<file path="config.mk">
export PLATFORM = sky130hd
export DESIGN_NAME = fp_mul_unit_flat
export DESIGN_NICKNAME = d
export VERILOG_FILES = /design/src/design/fp_pkg.sv /design/src/design/fu_pkg.sv /design/src/design/wb_if.sv /design/src/design/booth_radix4_mul.sv /design/src/design/fp_mul_unit.sv /design/src/flat_wrapper.sv
export SDC_FILE = /design/constraint.sdc
export NUM_CORES = 1
export LEC_CHECK = 0
export ABC_AREA = 1
export BUFFER_PORTS_ARGS = -buffer_cell sky130_fd_sc_hd__clkbuf_2
export CORE_MARGIN = 2
export CORE_UTILIZATION = 65
export CTS_CLUSTER_SIZE = 12
export DETAILED_ROUTE_END_ITERATION = 7
export PLACE_DENSITY_LB_ADDON = 0.2
export SYNTH_ARGS = -nofsm -noshare
export SYNTH_HDL_FRONTEND = slang
export SYNTH_SLANG_ARGS = --single-unit
</file>
<file path="constraint.sdc">
create_clock -name clk_i -period 9.72 [get_ports clk_i]
set_input_delay 1.944 -clock clk_i [delete_from_list [all_inputs] [get_ports clk_i]]
set_output_delay 1.944 -clock clk_i [all_outputs]
set_load 0.005 [all_outputs]
</file>
<file path="src/design/fp_pkg.sv">
// IEEE-754 single-precision layout for the multiply cluster
// Denormals are not represented separately and are treated as zero by the units
`default_nettype none

package fp_pkg;

  //////////////////////////////////////////////////
  // Field widths and bias
  //////////////////////////////////////////////////

  localparam int EXP_W  = 8;
  localparam int MANT_W = 23;
  localparam int BIAS   = 127;

  // All-ones exponent marks infinity or NaN
  localparam int EXP_MAX = 255;

  // Canonical quiet NaN returned on any invalid operation
  localparam logic [31:0] QNAN = 32'h7FC00000;

  //////////////////////////////////////////////////
  // Packed types
  //////////////////////////////////////////////////

  // Sign, biased exponent, fraction without hidden bit
  typedef struct packed {
    logic              sign;
    logic [EXP_W-1:0]  exponent;
    logic [MANT_W-1:0] mantissa;
  } float_t;

  // Exception flags reported with each result
  typedef struct packed {
    logic overflow;
    logic underflow;
    logic invalid;
  } fp_flags_t;

endpackage

`default_nettype wire

</file>
<file path="src/design/fu_pkg.sv">
// Cluster-level constants shared by the units and the arbiter
`default_nettype none

package fu_pkg;

  // Number of peer multiply units on the writeback bus
  localparam int N_UNITS = 2;

  // Unit index carried with each writeback
  typedef logic [$clog2(N_UNITS)-1:0] unit_id_t;

  // Radix-4 iterations for a 26-bit zero-padded mantissa
  localparam int BOOTH_STEPS = 13;

  // Cycles from start edge to req, prepare + Booth + normalize
  localparam int UNIT_LATENCY = BOOTH_STEPS + 2;

endpackage

`default_nettype wire

</file>
<file path="src/design/wb_if.sv">
// Writeback handshake between one unit and the arbiter
// Result and flags must stay stable while req is high and until gnt is seen
`default_nettype none

interface wb_if ();

  // Unit has a finished result waiting
  logic               req;
  // One-cycle grant, combinational in the arbiter
  logic               gnt;
  fp_pkg::float_t     result;
  fp_pkg::fp_flags_t  flags;

  modport unit_mp (
    output req,
    output result,
    output flags,
    input  gnt
  );

  modport arb_mp (
    input  req,
    input  result,
    input  flags,
    output gnt
  );

endinterface

`default_nettype wire

</file>
<file path="src/design/booth_radix4_mul.sv">
// Unsigned 24x24 iterative radix-4 Booth multiplier, one step per cycle
// done_o pulses 13 cycles after start_i; product holds until the next start
`default_nettype none

module booth_radix4_mul (
  input  logic        clk_i,
  input  logic        rst_n_i,
  input  logic        start_i,
  input  logic [23:0] a_i,
  input  logic [23:0] b_i,
  output logic [47:0] product_o,
  output logic        done_o
);

  localparam int CNT_W = $clog2(fu_pkg::BOOTH_STEPS);

  // Accumulator works modulo 2^48, final sum is the exact product
  logic [47:0]      acc_q;
  logic [47:0]      mcand_q;
  // Multiplier with appended b[-1], window sits in bits [2:0]
  logic [26:0]      mplier_q;
  logic [CNT_W-1:0] steps_left_q;
  logic             running_q;
  logic             done_q;

  logic [26:0]      mplier_src;
  logic [47:0]      mcand_src;
  logic [47:0]      pp;
  logic [47:0]      acc_next;

  // First step is taken directly from the inputs on the start cycle
  assign mplier_src = start_i ? {2'b00, b_i, 1'b0} : mplier_q;
  assign mcand_src  = start_i ? {24'b0, a_i} : mcand_q;

  // Recode the 3-bit window into 0, +-1 or +-2 times the multiplicand
  always_comb
  begin
    case (mplier_src[2:0])
      3'b001, 3'b010: pp = mcand_src;
      3'b011:         pp = mcand_src << 1;
      3'b100:         pp = -(mcand_src << 1);
      3'b101, 3'b110: pp = -mcand_src;
      default:        pp = '0;
    endcase
  end

  assign acc_next = (start_i ? 48'b0 : acc_q) + pp;

  // Datapath, advances on start and on every running cycle
  always_ff @(posedge clk_i)
  begin
    if (start_i || running_q)
    begin
      acc_q    <= acc_next;
      mcand_q  <= mcand_src << 2;
      mplier_q <= mplier_src >> 2;
    end
  end

  ////////////////////////////////////////////////////
  // Step counter and done strobe
  ////////////////////////////////////////////////////

  always_ff @(posedge clk_i)
  begin
    if (!rst_n_i)
    begin
      running_q    <= 1'b0;
      done_q       <= 1'b0;
      steps_left_q <= '0;
    end
    else
    begin
      done_q <= 1'b0;
      if (start_i)
      begin
        running_q    <= 1'b1;
        steps_left_q <= CNT_W'(fu_pkg::BOOTH_STEPS - 1);
      end
      else if (running_q)
      begin
        steps_left_q <= steps_left_q - 1'b1;
        // Last step lands this edge
        if (steps_left_q == CNT_W'(1))
        begin
          running_q <= 1'b0;
          done_q    <= 1'b1;
        end
      end
    end
  end

  assign product_o = acc_q;
  assign done_o    = done_q;

endmodule

`default_nettype wire

</file>
<file path="src/design/fp_mul_unit.sv">
// Single-precision multiply unit, truncating, denormals flushed to signed zero
// start_i is ignored unless idle; result is held on wb until granted
`default_nettype none

module fp_mul_unit (
  input  logic           clk_i,
  input  logic           rst_n_i,
  input  logic           start_i,
  input  fp_pkg::float_t op_a_i,
  input  fp_pkg::float_t op_b_i,
  output logic           busy_o,
  wb_if.unit_mp          wb
);

  // Signed exponent with room for overflow and negative values
  localparam int EXT_W = fp_pkg::EXP_W + 2;

  typedef enum logic [2:0] {IDLE, PREPARE, MULTIPLY, NORMALIZE, WAIT_GNT} state_e;

  state_e state_q, state_d;

  fp_pkg::float_t        op_a_q, op_b_q;
  logic                  sign_q;
  logic signed [EXT_W-1:0] exp_q;
  fp_pkg::float_t        result_q, result_d;
  fp_pkg::fp_flags_t     flags_q, flags_d;

  logic [47:0]           product;
  logic                  mul_done;
  logic signed [EXT_W-1:0] exp_norm;
  logic [fp_pkg::MANT_W-1:0] mant_norm;
  logic                  a_nan, b_nan, a_inf, b_inf, a_zd, b_zd;

  ////////////////////////////////////////////////////
  // Control FSM
  ////////////////////////////////////////////////////

  always_ff @(posedge clk_i)
  begin
    if (!rst_n_i)
      state_q <= IDLE;
    else
      state_q <= state_d;
  end

  always_comb
  begin
    state_d = state_q;
    case (state_q)
      IDLE:      if (start_i) state_d = PREPARE;
      PREPARE:   state_d = MULTIPLY;
      MULTIPLY:  if (mul_done) state_d = NORMALIZE;
      NORMALIZE: state_d = WAIT_GNT;
      WAIT_GNT:  if (wb.gnt) state_d = IDLE;
      default:   state_d = IDLE;
    endcase
  end

  // Operands captured only when idle
  always_ff @(posedge clk_i)
  begin
    if (start_i && (state_q == IDLE))
    begin
      op_a_q <= op_a_i;
      op_b_q <= op_b_i;
    end
  end

  // Sign and unnormalized exponent, bias removed once
  always_ff @(posedge clk_i)
  begin
    if (state_q == PREPARE)
    begin
      sign_q <= op_a_q.sign ^ op_b_q.sign;
      exp_q  <= EXT_W'(op_a_q.exponent) + EXT_W'(op_b_q.exponent) - EXT_W'(fp_pkg::BIAS);
    end
  end

  // Mantissas with hidden bit, Booth starts during PREPARE
  booth_radix4_mul u_booth (
    .clk_i     (clk_i),
    .rst_n_i   (rst_n_i),
    .start_i   (state_q == PREPARE),
    .a_i       ({1'b1, op_a_q.mantissa}),
    .b_i       ({1'b1, op_b_q.mantissa}),
    .product_o (product),
    .done_o    (mul_done)
  );

  ////////////////////////////////////////////////////
  // Normalize and special-case resolution
  ////////////////////////////////////////////////////

  // Product in [1,4), top bit set means one right shift
  assign exp_norm  = exp_q + (product[47] ? EXT_W'(1) : EXT_W'(0));
  assign mant_norm = product[47] ? product[46:24] : product[45:23];

  assign a_nan = (op_a_q.exponent == fp_pkg::EXP_MAX) && (op_a_q.mantissa != '0);
  assign b_nan = (op_b_q.exponent == fp_pkg::EXP_MAX) && (op_b_q.mantissa != '0);
  assign a_inf = (op_a_q.exponent == fp_pkg::EXP_MAX) && (op_a_q.mantissa == '0);
  assign b_inf = (op_b_q.exponent == fp_pkg::EXP_MAX) && (op_b_q.mantissa == '0);
  // Zero and denormal behave the same
  assign a_zd  = (op_a_q.exponent == '0);
  assign b_zd  = (op_b_q.exponent == '0);

  always_comb
  begin
    result_d = '{sign: sign_q, exponent: exp_norm[fp_pkg::EXP_W-1:0], mantissa: mant_norm};
    flags_d  = '0;
    if (a_nan || b_nan)
    begin
      result_d        = fp_pkg::QNAN;
      flags_d.invalid = 1'b1;
    end
    else if ((a_inf || b_inf) && (a_zd || b_zd))
    begin
      result_d        = fp_pkg::QNAN;
      flags_d.invalid = 1'b1;
    end
    else if (a_inf || b_inf)
      result_d = '{sign: sign_q, exponent: '1, mantissa: '0};
    else if (a_zd || b_zd)
      result_d = '{sign: sign_q, exponent: '0, mantissa: '0};
    else if (exp_norm >= EXT_W'(fp_pkg::EXP_MAX))
    begin
      result_d         = '{sign: sign_q, exponent: '1, mantissa: '0};
      flags_d.overflow = 1'b1;
    end
    else if (exp_norm <= EXT_W'(0))
    begin
      result_d          = '{sign: sign_q, exponent: '0, mantissa: '0};
      flags_d.underflow = 1'b1;
    end
  end

  // Held until the arbiter takes it
  always_ff @(posedge clk_i)
  begin
    if (state_q == NORMALIZE)
    begin
      result_q <= result_d;
      flags_q  <= flags_d;
    end
  end

  assign busy_o    = (state_q != IDLE);
  assign wb.req    = (state_q == WAIT_GNT);
  assign wb.result = result_q;
  assign wb.flags  = flags_q;

endmodule

`default_nettype wire

</file>
<file path="src/flat_wrapper.sv">
// flat-port wrapper written by rule: the top's interface ports become plain ports
module fp_mul_unit_flat 
  (clk_i, rst_n_i, start_i, op_a_i, op_b_i, busy_o, wb_req, wb_result, wb_flags, wb_gnt);
  wb_if wb_i ();
  input  logic clk_i;
  input  logic rst_n_i;
  input  logic start_i;
  input  fp_pkg::float_t op_a_i;
  input  fp_pkg::float_t op_b_i;
  output logic busy_o;
  output wire logic [$bits(wb_i.req)-1:0] wb_req;
  output wire logic [$bits(wb_i.result)-1:0] wb_result;
  output wire logic [$bits(wb_i.flags)-1:0] wb_flags;
  input wire logic [$bits(wb_i.gnt)-1:0] wb_gnt;
  assign wb_req = wb_i.req;
  assign wb_result = wb_i.result;
  assign wb_flags = wb_i.flags;
  assign wb_i.gnt = wb_gnt;
  fp_mul_unit u_core (.clk_i(clk_i), .rst_n_i(rst_n_i), .start_i(start_i), .op_a_i(op_a_i), .op_b_i(op_b_i), .busy_o(busy_o), .wb(wb_i));
endmodule
</file>
; Word level (Yosys, flattened, before mapping)
; Cells that the tools add are included.
[classes]
n_addsub = 7
bitwise_logic = 3
eq_ne = 16
mux = 23
n_lt_le_gt_ge = 2
reduce_logical = 29
[op_table]
columns = operator, n
row1 = $pmux 48 s4, 1
row2 = $mux 48, 2
row3 = $neg 48->48, 2
row4 = $mux 31, 3
row5 = $mux 23, 3
row6 = $add 48x48->48, 1
row7 = $logic_not 23->1, 2
row8 = $reduce_bool 23->1, 2
row9 = $eq 8x8->1 const B, 2
row10 = $logic_not 8->1, 2
row11 = $pmux 3 s5, 1
row12 = $eq 3x2->1 const B, 4
row13 = $eq 3x3->1 const B, 4
row14 = $add 10x10->10, 1
row15 = $ge 10x9->1 const B, 1
row16 = $le 10x1->1 const B, 1
row17 = $sub 10x7->10 const B, 1
row18 = $add 8x8->9, 1
row19 = $mux 3, 3
row20 = $mux 1, 8
row21 = $mux 4, 2
row22 = $reduce_or 2->1, 4
row23 = $eq 3x1->1 const B, 2
row24 = $logic_and 1x1->1, 6
row25 = other kinds (15), 21
[totals]
elab_cells = 105
regBits = 236
out_inout_bits = 37

; Logic depth before layout (Yosys ltp)
[logic_depth]
word_depth = 7
ltp_mapped = 31

; Modules after synthesis
; From an unflattened synthesis, not the netlist that was laid out.
[hier_totals]
hier_cells = 1953
hier_area_um2 = 15869.0
[modules_own_cells]
columns = module, seq_area_each_um2, area_per_inst_um2, cells_each, n_inst
row1 = booth_radix4_mul, 3633.5, 10571.4, 1482, 1
row2 = fp_mul_unit, 3363.2, 5297.6, 471, 1

; Worst setup path after synthesis
; OpenSTA, ideal clock, no wires.
[synth_path]
path_type = in2reg
from = in start_i
to = reg u_core.op_a_q[0] (netlist name), enable pin
setup_ns = 0.486
arrival_ns = 4.671
slack_ns = 4.562
stages = 2
path_cell_list = nand2_1 > nor2_1
[synth_between]
elab_chain_len = 1
[synth_rtl]
columns = item, line_no
row1 = from (decl), flat_wrapper.sv:7  ; input logic start_i;
row2 = $logic_and 1x1->1, fp_mul_unit.sv:62  ; if (start_i && (state_q == IDLE))
row3 = to (signal assigned), fp_mul_unit.sv:64  ; op_a_q <= op_a_i;
row4 = to (decl), fp_mul_unit.sv:22  ; fp_pkg::float_t op_a_q, op_b_q;
; No other way between the ends.
; A chain may end at the register's enable or synchronous reset.

; Worst setup path after layout
[layout_path]
from = reg u_core.state_q[1]
to = reg u_core.u_booth.acc_q[38] (netlist: u_core.u_booth.product_o[38]), data pin
[layout_between]
elab_chain_len = 6
[layout_rtl]
columns = item, line_no
row1 = from (decl), fp_mul_unit.sv:20  ; state_e state_q, state_d;
row2 = from (signal assigned), fp_mul_unit.sv:43  ; state_q <= state_d;
row3 = $eq 3x1->1 (*), fp_mul_unit.sv:83  ; .start_i (state_q == PREPARE),
row4 = branches (longest 4 deep; another with $neg 48->48), -
row5 = $add 48x48->48 (*), booth_radix4_mul.sv:47  ; assign acc_next = (start_i ? 48'b0 : acc_q) + pp;
row6 = net u_core.u_booth.acc_next[38], booth_radix4_mul.sv:29  ; logic [47:0] acc_next;
row7 = to (signal assigned), booth_radix4_mul.sv:54  ; acc_q <= acc_next;
row8 = to (decl), booth_radix4_mul.sv:18  ; logic [47:0] acc_q;
; Mark *: on every way through the listed nets, which the timed path passes.

==> impl_results.md <==
- Status: finished with violations
- Failing checks: DRC
- Worst setup SP type: flop
- Via total after detailed routing: between 10,000 and 15,000
- First-pass GRT wire length: 61,800 µm
- Peak clock frequency supported by timing: ~0.15 GHz
- Share of the synthesized netlist area taken by xor and xnor gates: 5.30%
- Number of buffers on the longest clock path: 3
- Initial core utilization: between 60% and 70%
- Avg Synthesized Cell Area: 8.42 µm²
- Number of buffers created by CTS: 26
- Final count of negative-setup-slack endpoints: 0
- Data required time of the critical path: ~10 ns
- R2r startpoint: u_core.state_q[1]
- Signal arrival time at the worst endpoint: 6.73 ns
- Hold violation count in the final report: 0
- Via count of the first global-routing pass: around 12,000
- Total congestion overflow: 0
- Fillers: ~1,800
- Power density relative to cell area: around 380 nW/µm²
- Clock latency at the later pin of the worst-skew pair: ~0.56 ns
- Fraction of synthesized area in multiplexers: under 10%
- Sequence of cells on the critical path: inv_4, nand3_4, inv_2, or2_1, o21ai_1, nand2_1, buf_4, clkinv_1, a221oi_1, o21ai_1, ha_1, nand2_1, nor2_1, nand2_1, o211ai_1, a21oi_1, o21ai_0, a21oi_1, xnor2_1
- Crit Path Category: reg2reg
- Cells on Worst Hold Path: 2
- Horiz. Die Dim: 157 µm
- Minimum clock period after layout: approximately 6.5 ns
- Final cycle utilization of the critical path: between 60% and 70%
- Hpwl dp: approximately 29,000 µm
- Number of synthesis warnings: 0
- Reported max-cap violation count: 0
- Final Routed Wirelength: 38,400 µm
- Unique cell type count in the Yosys netlist: between 50 and 60
- Final #Nets: 2,035
- Number of ports placed on the die boundary: ~110
- Main combinational cell family by area after synthesis: simple AND/OR/NAND/NOR gates
- Routed Antenna Nets: 0
- Worst-path cell with the longest stage delay: sky130_fd_sc_hd__inv_2
- Worst-case register-to-register setup slack: 3.26 ns
- Setup TNS: 0 ns
- Pin slew with the least headroom to its limit: 1.04 ns
- Number of setup buffers added after CTS: 0
- Share of the synthesized area in compound gates (AO/OA/AOI/OAI): 10.5%
- Detailed-route vias per instance: roughly 5.8
- Post-synthesis sequential area ratio: between 40% and 50%
- Capture point of the worst reg-to-reg path: u_core.u_booth.product_o[38]
- Maximum number of pins on one net before global-route repair: 90
- Count of buffers inserted at the top-level ports: around 100
- Number of H-tree levels: 1
- Post-CTS Hold Buffers: 0
- Cells resized by post-CTS repair: 0
- Core ar.: 22,800 µm²
- Die Span Y: approximately 160 µm
- Peak per-stage delay on the critical path: 0.73 ns
- Synthesized net count: 1,935
- Post-synthesis adder-cell area fraction: roughly 5.3%
- Combined flip-flop and latch cell area: 7000 µm²
- Drt wl/cell: about 17 µm
- Cells after synthesis: ~1,800
- Initial antenna violation count: 1
- Residual DRC count: 1
- # rows: 55
- Post-synthesis instance area: around 15,000 µm²
- CP bufs+invs: 4
- Clock sink count: approximately 240
- Worst Setup End Kind: flop
- Combined global-route utilization of all metal layers: between 30% and 40%
- Clk root buf: sky130_fd_sc_hd__clkbuf_16
- Critical hold path startpoint: u_core.u_booth.mplier_q[22]
- Number of search-and-repair iterations in the first detailed-routing pass: 8
- Worst Hold Class: reg2reg
- Layout-stage area growth over the synthesis result: 10.5%
- Fraction of layout instances using a drive strength above 1: a little over a tenth
- Worst slew slack as a fraction of its limit: slightly above 30%
- Unrepaired setup endpoints after global routing: no
- Area taken by multi-input logic gates: about 7000 µm²
- Total of flip-flops plus latches after synthesis: around 240
- Worst IR Drop VDD: around 290 µV
- TritonCTS clock tree: yes
- Leak pwr: between 0.007 and 0.008 µW
- Endpoint with the worst hold slack: u_core.u_booth.mplier_q[20]
- First DRT Iteration DRCs: around 1,300
- Post-synthesis share of cell area spent on and, or, nand and nor gates: about a quarter
- R2R cell count: 19
- Reg clk slew, reported paths: 0.06 ns
- Worst Skew: 0.0337 ns
- Final max-slew violation count: 0
- Cell occurring most often along the worst timing path: sky130_fd_sc_hd__nand2_1
- Family of cells with the greatest summed delay on the critical path: compound AO/OA/AOI/OAI gates
- Overall Power: around 6400 µW
- Die area: around 25,000 µm²
- Weighted congestion reported at the end of routability-driven placement: just over 1
- Largest driver fanout on the critical path: 75
- Number of antenna diodes: 0
==> cells in the mapped netlist, drive strengths merged <==
cell | number | area share, %
nand4 | 37 | 1.5
o21ai | 115 | 4.1
nand3b | 14 | 0.72
o22ai | 13 | 0.54
nor2 | 160 | 4.4
fa | 2 | 0.26
dfxtp | 9 | 1.2
nor3 | 22 | 0.79
a22oi | 1 | 0.049
buf | 20 | 0.85
ha | 61 | 5.0
nand2 | 442 | 11
o2111ai | 15 | 0.86
o211ai | 2 | 0.099
o21bai | 4 | 0.20
edfxtp | 227 | 45
inv | 274 | 6.8
o31ai | 2 | 0.099
xnor2 | 18 | 1.0
nor4 | 19 | 0.78
a31oi | 16 | 0.66
a221o | 1 | 0.066
o21a | 8 | 0.40
clkinv | 1 | 0.025
nand3 | 103 | 3.5
a221oi | 1 | 0.058
nand2b | 1 | 0.041
a21o | 5 | 0.25
clkbuf | 19 | 0.47
o221ai | 6 | 0.35
or2 | 4 | 0.16
a211oi | 1 | 0.049
xor2 | 74 | 4.3
a21oi | 83 | 2.7
mux2i | 21 | 1.4
and3 | 3 | 0.12
==> worst max-delay path by stage <==
stage,startpoint,endpoint,slack (ns),cells after the start
6_report,u_core.state_q[1],u_core.u_booth.product_o[38],3.26,19
2_1_floorplan,start_i,u_core.op_a_q[0],4.56,2
4_1_cts,u_core.state_q[1],u_core.u_booth.product_o[38],3.48,19
3_5_place_dp,u_core.state_q[1],u_core.u_booth.product_o[32],3.53,22
3_3_place_gp,u_core.state_q[1],u_core.u_booth.product_o[32],3.62,22
5_1_grt,u_core.state_q[1],u_core.u_booth.product_o[46],2.69,24
==> power breakdown <==
| part | internal [µW] | switching, µW |
|---|---|---|
| Combinational | 1200 | 2490 |
| Clock | 525 | 410 |
| Sequential | 1660 | 144 |
==> area by class of cell <==
| type | count | share of cell area (%) |
|---|---|---|
| inverter | 275 | 6.17 |
| timing repair buffer | 111 | 3.41 |
| clock buffer | 37 | 4.36 |
| tap | 313 | 2.33 |
| sequential | 236 | 41.7 |
| clock inverter | 10 | 0.462 |
| multi-input combinational | 1254 | 41.6 |
==> cell families after synthesis <==
family                   after synthesis
AND/OR/NAND/NOR                      805
buffers and inverters                314
AO/OA/AOI/OAI                        273
flip-flops                           236
XOR/XNOR                              92
adder cells (fa/ha/maj)               63
multiplexers                          21
==> sequential cells by signal, summed over array words and instances (netlist names) <==
signal / flops
u_core.wb.flags: 3
u_core.u_booth.product_o: 48
u_core.wb.result: 32
u_core.u_booth.mcand_q: 46
u_core.u_booth.mplier_q: 23
u_core.exp_q: 10
u_core.u_booth.running_q: 1
u_core.state_q: 3
u_core.u_booth.done_o: 1
u_core.u_booth.steps_left_q: 4
u_core.op_a_q: 32
u_core.op_b_q: 32
u_core.sign_q: 1
==> worst min-delay path, stage by stage (launching register included) <==
cell	delay [ns]
sky130_fd_sc_hd__edfxtp_1	0.32
sky130_fd_sc_hd__nand2_1	0.05
sky130_fd_sc_hd__nand2_1	0.05
==> stage by stage <==
step           setup WS [ns]  instance area, µm²  utilization (%)  hold WS [ns]  cells
4_1_cts                 3.48               16800             73.7         0.522   2236
6_report                3.26               16800             73.7         0.519   2236
3_3_place_gp            3.62               16000             70.1         0.499   2189
3_5_place_dp            3.53               16000             70.1         0.506   2189
2_1_floorplan           4.56               15200                -         0.494   1804
5_1_grt                 2.69               16800             73.7         0.540   2236
==> layout by cell type, fill, tap and decap left out, types with 9 or more instances in the layout <==
cell	instances
sky130_fd_sc_hd__a21oi_1	83
sky130_fd_sc_hd__a31oi_1	16
sky130_fd_sc_hd__clkbuf_16	26
sky130_fd_sc_hd__clkbuf_2	104
sky130_fd_sc_hd__dfxtp_1	9
sky130_fd_sc_hd__edfxtp_1	227
sky130_fd_sc_hd__ha_1	61
sky130_fd_sc_hd__inv_1	266
sky130_fd_sc_hd__mux2i_1	21
sky130_fd_sc_hd__nand2_1	425
sky130_fd_sc_hd__nand2_2	14
sky130_fd_sc_hd__nand3_1	101
sky130_fd_sc_hd__nand3b_1	13
sky130_fd_sc_hd__nand4_1	37
sky130_fd_sc_hd__nor2_1	143
sky130_fd_sc_hd__nor2_2	12
sky130_fd_sc_hd__nor3_1	20
sky130_fd_sc_hd__nor4_1	19
sky130_fd_sc_hd__o2111ai_1	15
sky130_fd_sc_hd__o21ai_0	95
sky130_fd_sc_hd__o21ai_2	11
sky130_fd_sc_hd__o22ai_1	13
sky130_fd_sc_hd__xnor2_1	18
sky130_fd_sc_hd__xor2_1	74
==> layer usage <==
layer / up-vias / wire length (µm) / GRT usage [%]
met3: 92 / 3200 / 4.07
met4: 0 / 1100 / 9.48
met2: 633 / 18200 / 54.1
met5: - / 0 / 0
met1: 5994 / 15900 / 43.2
li1: 6297 / - / -
Note: power is estimated with default switching activity, not from simulation.
